File: src/logic/pe_pkg.sv
package pe_pkg;

    typedef logic [31:0] fp32_t;                // ieee single word
    typedef logic [7:0]  fp_exp_t;              // biased exponent
    typedef logic [23:0] fp_man_t;              // mantissa incl hidden bit

    localparam int ACC_WIDTH     = 48;          // fixed point sum width
    localparam int ACC_FRAC_BITS = 16;          // bits below the binary point
    typedef logic signed [ACC_WIDTH-1:0] acc_fix_t;

    // biased exponent whose mantissa lsb lands on the fixed point lsb
    localparam fp_exp_t ACC_EXP_ZERO = fp_exp_t'(150 - ACC_FRAC_BITS);

    typedef enum logic [2:0] {
        OP_ADD  = 3'b000,
        OP_ACC  = 3'b001,
        OP_MUL  = 3'b010,
        OP_MACC = 3'b011,
        OP_NOP  = 3'b100                        // 101..111 also idle
    } pe_op_e;

    localparam int UNIT_LATENCY  = 4;           // add, mul and acc depth
    localparam int ALIGN_LATENCY = 4;           // extra delay on unit results
    localparam int PE_LATENCY    = 8;           // input to out1/out2

    // leading zeros of a 48 bit word, 48 when all zero
    function automatic logic [5:0] count_lz(input logic [47:0] v);
        logic [5:0] n;
        n = 6'd48;
        for (int i = 0; i < 48; i++) begin
            if (v[i]) begin
                n = 6'(47 - i);                 // highest set bit wins
            end
        end
        return n;
    endfunction

endpackage
File: src/logic/pe_top.sv
`timescale 1ns/1ns

module pe_top (
    input  logic             i_clk,
    input  logic             i_rst_n,
    input  pe_pkg::pe_op_e   i_op,
    input  logic             i_valid1,
    input  logic             i_valid2,
    input  pe_pkg::fp32_t    i_data1,
    input  pe_pkg::fp32_t    i_data2,
    output logic             o_valid1,
    output pe_pkg::fp32_t    o_data1,
    output logic             o_valid2,
    output pe_pkg::fp32_t    o_data2
);

    logic            add_fire, mul_fire, mul_to_acc, acc_fire, acc_clr;
    logic            add_valid;
    pe_pkg::fp32_t   add_sum;
    logic            mul_valid, mul_tag;
    pe_pkg::fp32_t   mul_prod;
    logic [1:0]      acc_valid;         // [1] flags a macc sum
    pe_pkg::fp32_t   acc_sum;

    pe_op_decode u_decode (
        .i_clk        (i_clk),
        .i_rst_n      (i_rst_n),
        .i_op         (i_op),
        .i_valid1     (i_valid1),
        .i_valid2     (i_valid2),
        .o_add_fire   (add_fire),
        .o_mul_fire   (mul_fire),
        .o_mul_to_acc (mul_to_acc),
        .o_acc_fire   (acc_fire),
        .o_acc_clr    (acc_clr)
    );

    fp_add_unit u_add (
        .i_clk   (i_clk),
        .i_rst_n (i_rst_n),
        .i_fire  (add_fire),
        .i_a     (i_data1),
        .i_b     (i_data2),
        .o_valid (add_valid),
        .o_sum   (add_sum)
    );

    fp_mul_unit u_mul (
        .i_clk   (i_clk),
        .i_rst_n (i_rst_n),
        .i_fire  (mul_fire),
        .i_tag   (mul_to_acc),
        .i_a     (i_data1),
        .i_b     (i_data2),
        .o_valid (mul_valid),
        .o_tag   (mul_tag),
        .o_prod  (mul_prod)
    );

    fp_accumulator u_acc (
        .i_clk        (i_clk),
        .i_rst_n      (i_rst_n),
        .i_clr        (acc_clr),
        .i_sel_prod   (mul_to_acc),     // delayed inside to meet the product
        .i_in_valid   (acc_fire),
        .i_in         (i_data1),
        .i_prod_valid (mul_valid),
        .i_prod       (mul_prod),
        .o_valid      (acc_valid),
        .o_sum        (acc_sum)
    );

    pe_result_align u_align (
        .i_clk       (i_clk),
        .i_rst_n     (i_rst_n),
        .i_add_valid (add_valid),
        .i_add       (add_sum),
        .i_mul_valid (mul_valid),
        .i_mul_tag   (mul_tag),
        .i_mul       (mul_prod),
        .i_acc_valid (acc_valid[0]),
        .i_acc_macc  (acc_valid[1]),
        .i_acc       (acc_sum),
        .i_fwd_valid (i_valid1),        // operand 1 to the next PE
        .i_fwd       (i_data1),
        .o_valid1    (o_valid1),
        .o_data1     (o_data1),
        .o_valid2    (o_valid2),
        .o_data2     (o_data2)
    );

endmodule

File: src/logic/pe_result_align.sv
`timescale 1ns/1ns

module pe_result_align (
    input  logic            i_clk,
    input  logic            i_rst_n,
    input  logic            i_add_valid,
    input  pe_pkg::fp32_t   i_add,
    input  logic            i_mul_valid,
    input  logic            i_mul_tag,      // product headed for the acc
    input  pe_pkg::fp32_t   i_mul,
    input  logic            i_acc_valid,
    input  logic            i_acc_macc,     // sum already at full latency
    input  pe_pkg::fp32_t   i_acc,
    input  logic            i_fwd_valid,
    input  pe_pkg::fp32_t   i_fwd,
    output logic            o_valid1,
    output pe_pkg::fp32_t   o_data1,
    output logic            o_valid2,
    output pe_pkg::fp32_t   o_data2
);

    logic            sel_valid;
    pe_pkg::fp32_t   sel_data;
    logic            macc_hit;

    logic [pe_pkg::ALIGN_LATENCY-1:0] dly_valid;
    pe_pkg::fp32_t                    dly_data [pe_pkg::ALIGN_LATENCY];
    logic [pe_pkg::PE_LATENCY-1:0]    fwd_valid;
    pe_pkg::fp32_t                    fwd_data [pe_pkg::PE_LATENCY];

    // one unit fires per beat, priority only as a guard
    always_comb begin
        sel_valid = 1'b1;
        if (i_add_valid) begin
            sel_data = i_add;
        end else if (i_mul_valid && !i_mul_tag) begin
            sel_data = i_mul;
        end else if (i_acc_valid && !i_acc_macc) begin
            sel_data = i_acc;
        end else begin
            sel_valid = 1'b0;
            sel_data  = i_add;
        end
    end

    always_ff @(posedge i_clk) begin
        if (!i_rst_n) begin
            dly_valid <= '0;
            fwd_valid <= '0;
        end else begin
            dly_valid <= {dly_valid[pe_pkg::ALIGN_LATENCY-2:0], sel_valid};
            fwd_valid <= {fwd_valid[pe_pkg::PE_LATENCY-2:0], i_fwd_valid};
        end
    end

    always_ff @(posedge i_clk) begin
        dly_data[0] <= sel_data;
        for (int i = 1; i < pe_pkg::ALIGN_LATENCY; i++) begin
            dly_data[i] <= dly_data[i-1];
        end
        fwd_data[0] <= i_fwd;
        for (int i = 1; i < pe_pkg::PE_LATENCY; i++) begin
            fwd_data[i] <= fwd_data[i-1];
        end
    end

    assign macc_hit = i_acc_valid & i_acc_macc;    // bypass the align delay
    assign o_valid1 = macc_hit | dly_valid[pe_pkg::ALIGN_LATENCY-1];
    assign o_data1  = macc_hit ? i_acc : dly_data[pe_pkg::ALIGN_LATENCY-1];
    assign o_valid2 = fwd_valid[pe_pkg::PE_LATENCY-1];
    assign o_data2  = fwd_data[pe_pkg::PE_LATENCY-1];

endmodule

File: src/logic/fp_accumulator.sv
`timescale 1ns/1ns

module fp_accumulator (
    input  logic            i_clk,
    input  logic            i_rst_n,
    input  logic            i_clr,          // first cycle of an acc/macc run
    input  logic            i_sel_prod,     // opcode is macc now
    input  logic            i_in_valid,
    input  pe_pkg::fp32_t   i_in,
    input  logic            i_prod_valid,
    input  pe_pkg::fp32_t   i_prod,
    output logic [1:0]      o_valid,        // [0] new sum, [1] macc sum
    output pe_pkg::fp32_t   o_sum
);

    // macc mode and clear, delayed to line up with multiplier output
    logic [pe_pkg::UNIT_LATENCY-1:0] mode_dly;
    logic [pe_pkg::UNIT_LATENCY-1:0] clr_dly;

    logic                        sel_d;     // product path active
    logic                        take;
    logic                        clr_now;
    pe_pkg::fp32_t               src;
    pe_pkg::fp_exp_t             src_exp;
    pe_pkg::fp_man_t             src_man;
    logic [pe_pkg::ACC_WIDTH-1:0] src_mag;

    logic                        s1_valid, s1_clr, s1_macc;
    pe_pkg::acc_fix_t            s1_fix;
    logic                        s2_valid, s2_macc;
    pe_pkg::acc_fix_t            sum;       // running sum
    logic [pe_pkg::ACC_WIDTH-1:0] sum_mag;
    logic                        s3_valid, s3_macc, s3_sign;
    logic [pe_pkg::ACC_WIDTH-1:0] s3_mag;
    logic [5:0]                  s3_lz;
    logic [pe_pkg::ACC_WIDTH-1:0] s3_norm;

    always_ff @(posedge i_clk) begin
        if (!i_rst_n) begin
            mode_dly <= '0;
            clr_dly  <= '0;
        end else begin
            mode_dly <= {mode_dly[pe_pkg::UNIT_LATENCY-2:0], i_sel_prod};
            clr_dly  <= {clr_dly[pe_pkg::UNIT_LATENCY-2:0], i_clr & i_sel_prod};
        end
    end

    assign sel_d   = mode_dly[pe_pkg::UNIT_LATENCY-1];
    assign take    = sel_d ? i_prod_valid : i_in_valid;
    assign clr_now = sel_d ? clr_dly[pe_pkg::UNIT_LATENCY-1] : (i_clr & ~i_sel_prod);
    assign src     = sel_d ? i_prod : i_in;
    assign src_exp = src[30:23];
    assign src_man = {1'b1, src[22:0]};

    // float to fixed, shift on exponent
    always_comb begin
        if (src_exp == '0) begin
            src_mag = '0;                                   // zero or denormal
        end else if (src_exp >= pe_pkg::ACC_EXP_ZERO) begin
            src_mag = {24'b0, src_man} << (src_exp - pe_pkg::ACC_EXP_ZERO);
        end else begin
            src_mag = {24'b0, src_man} >> (pe_pkg::ACC_EXP_ZERO - src_exp);   // truncates
        end
    end

    assign sum_mag = sum[pe_pkg::ACC_WIDTH-1] ? -sum : sum;  // abs for repack
    assign s3_norm = s3_mag << s3_lz;                        // leading one to msb

    always_ff @(posedge i_clk) begin
        if (!i_rst_n) begin
            s1_valid <= 1'b0;
            s1_clr   <= 1'b0;
            s1_macc  <= 1'b0;
            s2_valid <= 1'b0;
            s2_macc  <= 1'b0;
            sum      <= '0;
            s3_valid <= 1'b0;
            s3_macc  <= 1'b0;
            o_valid  <= '0;
        end else begin
            s1_valid <= take;
            s1_clr   <= clr_now;
            s1_macc  <= sel_d;
            s2_valid <= s1_valid;
            s2_macc  <= s1_macc;
            if (s1_clr) begin
                sum <= s1_valid ? s1_fix : '0;               // load, drop old run
            end else if (s1_valid) begin
                sum <= sum + s1_fix;
            end
            s3_valid <= s2_valid;
            s3_macc  <= s2_macc;
            o_valid  <= {s3_macc, s3_valid};
        end
    end

    always_ff @(posedge i_clk) begin
        s1_fix  <= src[31] ? -pe_pkg::acc_fix_t'(src_mag) : pe_pkg::acc_fix_t'(src_mag);
        s3_sign <= sum[pe_pkg::ACC_WIDTH-1];
        s3_mag  <= sum_mag;
        s3_lz   <= pe_pkg::count_lz(sum_mag);
        if (s3_mag == '0) begin
            o_sum <= '0;
        end else begin
            // msb weight 2^31, exponent falls by one per leading zero
            o_sum <= {s3_sign, pe_pkg::ACC_EXP_ZERO + 8'd24 - {2'b00, s3_lz},
                      s3_norm[46:24]};
        end
    end

endmodule

File: src/logic/fp_mul_unit.sv
`timescale 1ns/1ns

module fp_mul_unit (
    input  logic            i_clk,
    input  logic            i_rst_n,
    input  logic            i_fire,
    input  logic            i_tag,      // result is for the accumulator
    input  pe_pkg::fp32_t   i_a,
    input  pe_pkg::fp32_t   i_b,
    output logic            o_valid,
    output logic            o_tag,
    output pe_pkg::fp32_t   o_prod
);

    logic [pe_pkg::UNIT_LATENCY-1:0] vld;   // valid per stage
    logic [pe_pkg::UNIT_LATENCY-1:0] tag;   // tag rides with valid

    pe_pkg::fp_exp_t   ea, eb;
    logic              s1_sign, s2_sign, s3_sign;
    logic              s1_zero, s2_zero, s3_zero;     // either input zero
    logic signed [9:0] s1_exp, s2_exp, s3_exp;        // unbiased sum plus bias
    pe_pkg::fp_man_t   s1_ma, s1_mb;
    logic [35:0]       s2_pp_lo, s2_pp_hi;            // 24x12 partials
    logic [47:0]       s3_prod;
    logic signed [9:0] exp_n;                         // after 1 bit normalize

    assign ea = i_a[30:23];
    assign eb = i_b[30:23];

    assign exp_n = s3_exp + (s3_prod[47] ? 10'sd1 : 10'sd0);

    always_ff @(posedge i_clk) begin
        if (!i_rst_n) begin
            vld <= '0;
            tag <= '0;
        end else begin
            vld <= {vld[pe_pkg::UNIT_LATENCY-2:0], i_fire};
            tag <= {tag[pe_pkg::UNIT_LATENCY-2:0], i_tag & i_fire};
        end
    end

    always_ff @(posedge i_clk) begin
        s1_sign <= i_a[31] ^ i_b[31];
        s1_zero <= (ea == '0) || (eb == '0);          // denormals count as zero
        s1_exp  <= $signed({2'b00, ea}) + $signed({2'b00, eb}) - 10'sd127;
        s1_ma   <= {1'b1, i_a[22:0]};
        s1_mb   <= {1'b1, i_b[22:0]};

        s2_sign  <= s1_sign;
        s2_zero  <= s1_zero;
        s2_exp   <= s1_exp;
        s2_pp_lo <= s1_ma * s1_mb[11:0];
        s2_pp_hi <= s1_ma * s1_mb[23:12];

        s3_sign <= s2_sign;
        s3_zero <= s2_zero;
        s3_exp  <= s2_exp;
        s3_prod <= {12'b0, s2_pp_lo} + {s2_pp_hi, 12'b0};

        if (s3_zero || (exp_n <= 10'sd0)) begin
            o_prod <= '0;                            // flush
        end else if (s3_prod[47]) begin
            o_prod <= {s3_sign, exp_n[7:0], s3_prod[46:24]};
        end else begin
            o_prod <= {s3_sign, exp_n[7:0], s3_prod[45:23]};
        end
    end

    assign o_valid = vld[pe_pkg::UNIT_LATENCY-1];
    assign o_tag   = tag[pe_pkg::UNIT_LATENCY-1];

endmodule

File: src/logic/fp_add_unit.sv
`timescale 1ns/1ns

module fp_add_unit (
    input  logic            i_clk,
    input  logic            i_rst_n,
    input  logic            i_fire,
    input  pe_pkg::fp32_t   i_a,
    input  pe_pkg::fp32_t   i_b,
    output logic            o_valid,
    output pe_pkg::fp32_t   o_sum
);

    logic [pe_pkg::UNIT_LATENCY-1:0] vld;   // valid shift with one bit per stage

    logic             a_big;                // |a| >= |b|
    pe_pkg::fp32_t    big, small_op;
    pe_pkg::fp_man_t  big_man, small_man;

    // stage 1 swapped operands
    logic             s1_sign_big, s1_sign_small;
    pe_pkg::fp_exp_t  s1_exp;
    pe_pkg::fp_man_t  s1_man_big, s1_man_small;
    pe_pkg::fp_exp_t  s1_shift;

    // stage 2 raw sum
    logic             s2_sign;
    pe_pkg::fp_exp_t  s2_exp;
    logic [24:0]      s2_sum;               // one carry bit
    logic [5:0]       s2_lz;

    // stage 3 normalized
    logic             s3_sign;
    logic             s3_zero;
    logic signed [9:0] s3_exp;              // room for underflow
    pe_pkg::fp_man_t  s3_man;

    assign a_big     = i_a[30:0] >= i_b[30:0];          // field compare works on normals
    assign big       = a_big ? i_a : i_b;
    assign small_op  = a_big ? i_b : i_a;
    assign big_man   = (big[30:23] != '0) ? {1'b1, big[22:0]} : '0;     // flush denormals
    assign small_man = (small_op[30:23] != '0) ? {1'b1, small_op[22:0]} : '0;

    assign s2_lz = pe_pkg::count_lz({s2_sum[23:0], 24'b0});

    always_ff @(posedge i_clk) begin
        if (!i_rst_n) begin
            vld <= '0;
        end else begin
            vld <= {vld[pe_pkg::UNIT_LATENCY-2:0], i_fire};
        end
    end

    always_ff @(posedge i_clk) begin
        // stage 1 unpack and swap
        s1_sign_big   <= big[31];
        s1_sign_small <= small_op[31];
        s1_exp        <= big[30:23];
        s1_man_big    <= big_man;
        s1_man_small  <= small_man;
        s1_shift      <= big[30:23] - small_op[30:23];

        // stage 2 align and add with shifted-out bits truncated
        s2_sign <= s1_sign_big;
        s2_exp  <= s1_exp;
        if (s1_sign_big != s1_sign_small) begin
            s2_sum <= {1'b0, s1_man_big} - {1'b0, s1_man_small >> s1_shift};
        end else begin
            s2_sum <= {1'b0, s1_man_big} + {1'b0, s1_man_small >> s1_shift};
        end

        // stage 3 leading one
        s3_sign <= s2_sign;
        s3_zero <= (s2_sum == '0);
        if (s2_sum[24]) begin
            s3_man <= s2_sum[24:1];             // carry out so shift right one
            s3_exp <= $signed({2'b00, s2_exp}) + 10'sd1;
        end else begin
            s3_man <= s2_sum[23:0] << s2_lz;
            s3_exp <= $signed({2'b00, s2_exp}) - $signed({4'b0000, s2_lz});
        end

        // stage 4 pack and flush underflow to zero
        if (s3_zero || (s3_exp <= 10'sd0)) begin
            o_sum <= '0;
        end else begin
            o_sum <= {s3_sign, s3_exp[7:0], s3_man[22:0]};
        end
    end

    assign o_valid = vld[pe_pkg::UNIT_LATENCY-1];

endmodule

File: src/logic/pe_op_decode.sv
`timescale 1ns/1ns

module pe_op_decode (
    input  logic             i_clk,
    input  logic             i_rst_n,
    input  pe_pkg::pe_op_e   i_op,
    input  logic             i_valid1,
    input  logic             i_valid2,
    output logic             o_add_fire,
    output logic             o_mul_fire,
    output logic             o_mul_to_acc,
    output logic             o_acc_fire,
    output logic             o_acc_clr
);

    logic both_valid;   // add/mul need both operands
    logic acc_mode;     // acc or macc this cycle
    logic acc_mode_q;   // acc or macc last cycle

    assign both_valid = i_valid1 & i_valid2;
    assign acc_mode   = (i_op == pe_pkg::OP_ACC) || (i_op == pe_pkg::OP_MACC);

    assign o_add_fire   = both_valid & (i_op == pe_pkg::OP_ADD);
    assign o_mul_fire   = both_valid & ((i_op == pe_pkg::OP_MUL) || (i_op == pe_pkg::OP_MACC));
    assign o_mul_to_acc = (i_op == pe_pkg::OP_MACC);           // tag products for the acc
    assign o_acc_fire   = i_valid1 & (i_op == pe_pkg::OP_ACC); // operand 1 only
    assign o_acc_clr    = acc_mode & ~acc_mode_q;              // new run starts

    always_ff @(posedge i_clk) begin
        if (!i_rst_n) begin
            acc_mode_q <= 1'b0;
        end else begin
            acc_mode_q <= acc_mode;
        end
    end

endmodule

File: config.mk
export PLATFORM = sky130hd
export DESIGN_NAME = pe_top
export DESIGN_NICKNAME = d
export VERILOG_FILES = /design/src/logic/pe_pkg.sv /design/src/logic/pe_top.sv /design/src/logic/pe_result_align.sv /design/src/logic/fp_accumulator.sv /design/src/logic/fp_mul_unit.sv /design/src/logic/fp_add_unit.sv /design/src/logic/pe_op_decode.sv
export SDC_FILE = /design/constraint.sdc
export NUM_CORES = 2
export LEC_CHECK = 0
export BUFFER_PORTS_ARGS = -buffer_cell sky130_fd_sc_hd__clkbuf_2
export CORE_AREA = 4 4 406 308
export CTS_CLUSTER_SIZE = 20
export DETAILED_ROUTE_END_ITERATION = 7
export DIE_AREA = 0 0 410 312
export PLACE_DENSITY = 0.66
export SLEW_MARGIN = 25
export SYNTH_ARGS = -nofsm -noshare
export SYNTH_HDL_FRONTEND = slang
export SYNTH_SLANG_ARGS = --single-unit
export TNS_END_PERCENT = 5
File: constraint.sdc
create_clock -name i_clk -period 15.15 [get_ports i_clk]
set_input_delay 0.7575 -clock i_clk [delete_from_list [all_inputs] [get_ports i_clk]]
set_output_delay 0.7575 -clock i_clk [all_outputs]
set_load 0.1 [all_outputs]
==> results.yml <==
status:
  status: "completed"
floorplanning:
  die_w_um: 410
  start_util: 0.495
  fp-row-count: 111
  core_sq_um: 121000
  ioPinCount: 137
  die_h_um: 312
  die-area_sq_um: 128000
synthesis:
  synth_edf_count: 0
  syn_nets: 7284
  syn-cell-area_sq_um: 60000
  avgSynthCellArea_sq_um: 9.27
  synth_area_leader_cell: "dfxtp_1"
  synth-adder-area-share: 0.209
  synth_top_area_frac: 0.318
  synth_ff_type: "dfxtp_1"
  async_reset_ff_frac: 0
  ys_ff_latch: 952
  synth-compound-area-share: 0.131
  synthXorXnorAreaFrac: 0.0422
  yosysUniqueCellTypes: 117
  synth.most_common_cell: "dfxtp_1"
  synth_top_family_by_area: "adder cells"
  yosys-top-cells-count: "dfxtp_1, nand2_1, inv_1, fa_1, nor2_1"
  synth_area_leaders: "dfxtp_1, fa_1, ha_1, nand2_1, inv_1"
  yosys.area_share.simple: 0.165
  yosys_warnings: 0
  netlist_instances: 6474
  ys_seq_area_frac: 0.318
  muxShareOfSynthArea: 0.0714
routing:
  first_iter_violations: 5084
  dr.pass1.iters: 6
  via_per_inst: 5.80
  ant_nets: 0
  drt_wl_total_mm: 182
  wl_per_cell_um: 22.4
  vias: 47200
  drc: 0
job:
  drv_cap: 0
placed_design:
  gp_congestion: 0.995
  placed_cell_area_sq_um: 61900
  io_buffers: 136
  dp_hpwl_mm: 141
  placed_cells: 7974
timing:
  hold_viol_final: 0
  rsz0062_at_grt: "no"
  finalCritPeriodShare: 0.490
  max_slew_margin: 0.262
  slew_viol_final: 0
  fin_skew_ns: 0.0872
  fin_crit_ns: 7.43
  finalSetupViolations: 0
  tightest_slew_ns: 1.11
  fin_tns_setup_ns: 0
  fmax_mhz: 135
cts:
  post_cts_resized: 0
  max-clock-path-buffers: 3
  post_cts_buffers: 0
  cts_hold_buf: 0
  insertion_delay_ns: 0.77
  cts_buffers: 90
  clock-sinks: 952
  path_clk_slew_ns: 0.06
  cts_tree: "done"
  cts_root_buf: "clkbuf_16"
  htreeDepth: 3
setup_path:
  arrival_ns: 8.11
  crit_required_ns: 15.83
  worst-path-max-fanout: 24
  crit_path_end_kind: "register"
  criticalPathCategory: "register to register"
  start_kind: "register"
power:
  netSwitchingPower_mw: 5.87
  clkPwrFrac: 0.181
  sw_frac_of_total: 0.444
  seq_power_share: 0.283
  irDropWorstVdd_uv: 254
  internal-power_mw: 7.34
  combPwrFrac: 0.536
  p_per_area_nw_per_um2: 203
  p_leak_nw: 28.9
final_layout:
  instances_no_fill: 8138
  nNetsFinal: 7238
  fillers: 10900
  drive_above_1_share: 0.0942
  fin_area_sq_um: 65100
  areaGrowthSynthToFinish_pct: 8.41
global_route:
  antenna_found_initial: 13
  grt_remaining_overflow: 0
  grt_pass1_wl_mm: 278
  grt_pass1_vias: 45400
  grt_max_degree: 78
  grtUsageTotal: 0.281
min_path:
  holdCritPathClass: "input pin to register"
-- critical path, stage by stage (launching register included) --
cell and delay [ns]:
dfxtp_1 1.00, nand2_1 0.19, fa_1 0.51, fa_1 0.57, inv_1 0.06, fa_1 0.53
inv_1 0.05, fa_1 0.47, inv_1 0.05, fa_1 0.45, ha_1 0.30, o21ai_0 0.22
nand2b_1 0.14, a211oi_1 0.05, nor4_1 0.55, o211ai_1 0.30, a221oi_1 0.76, a211o_1 0.25
a31oi_1 0.15, a31oi_1 0.33, nand2b_1 0.14, a21oi_1 0.19, xnor2_1 0.13
-- sequential cells by signal, indices dropped and copies added (netlist names), 32 cells and up --
signal,flops
u_acc.o_sum,32
u_acc.s1_fix,48
u_acc.s3_mag,48
u_acc.sum,48
u_add.o_sum,32
u_align.dly_data,128
u_align.fwd_data,256
u_mul.o_prod,32
u_mul.s2_pp_hi,36
-- path summary, 6_finish.rpt --
path,start,end,slack (ns),cells after the start
setup reg to reg,u_mul.s1_mb[3],u_mul.s2_pp_lo[34],7.72,22
setup / recovery,u_mul.s1_mb[3],u_mul.s2_pp_lo[34],7.72,22
hold / removal,i_op[0],u_add.vld[0],0.21,2
hold reg to reg,u_align.fwd_data[0][55],u_align.fwd_data[0][87],0.28,0
-- per-stage QoR --
| step | setup slack, ns | hold slack (ns) | util | total power [mW] |
|---|---|---|---|---|
| 4_1_cts | 7.69 | 0.158 | 0.536 | 13.2 |
| 6_report | 7.72 | 0.207 | 0.537 | 13.2 |
| 3_3_place_gp | 7.92 | 0.310 | 0.510 | 10.6 |
| 2_1_floorplan | 9.16 | 0.310 | - | 8.66 |
| 3_5_place_dp | 7.68 | 0.312 | 0.510 | 10.7 |
| 5_1_grt | 7.16 | 0.171 | 0.537 | 14.2 |
-- logic make-up after synthesis --
group,after synthesis
xor+xnor,286
buf+inv,944
flops,952
fa+ha+maj,739
compound gates,1179
mux,314
simple gates,2060
-- placed cells by master (no fill, tap or decap), types with 158 or more instances in the layout --
cell type	synthesis	layout
nor2_1	397	395
a21oi_1	315	313
ha_1	296	296
o21ai_0	214	214
inv_1	580	580
nand2_1	746	745
fa_1	443	443
xnor2_1	191	191
dfxtp_1	952	946
and2_1	308	308
mux2i_1	160	158
-- routing by layer --
| metal | up-vias | track usage | routed length, um |
|---|---|---|---|
| li1 | 21800 | - | - |
| met4 | 8 | 0.0664 | 4490 |
| met2 | 1963 | 0.386 | 71700 |
| met5 | - | 0 | 59 |
| met3 | 265 | 0.0923 | 21200 |
| met1 | 23100 | 0.425 | 84400 |
-- power by group through the flow --
| stage | sequential (mW) | clock, mW | combinational (mW) |
|---|---|---|---|
| after global routing | 3.79 | 2.55 | 7.87 |
| final | 3.74 | 2.39 | 7.08 |
| after floorplan | 3.45 | 0 | 5.21 |
| after detailed placement | 3.76 | 0 | 6.94 |
| after global placement | 3.75 | 0 | 6.82 |
| after CTS | 3.71 | 2.44 | 7.00 |
-- layout make-up --
type                            count  area [sq um]  share of cell area
Clock inverter                     43           708              0.0109
Sequential cell                   952         19100               0.293
Inverter                          586          2200              0.0338
Clock buffer                      116          2470              0.0380
Timing Repair Buffer              220          1310              0.0202
Multi-Input combinational cell   4578         37300               0.573
Antenna cell                        5          12.5            0.000192
Tap cell                         1638          2050              0.0315
Note: power is estimated with default switching activity, not from simulation.
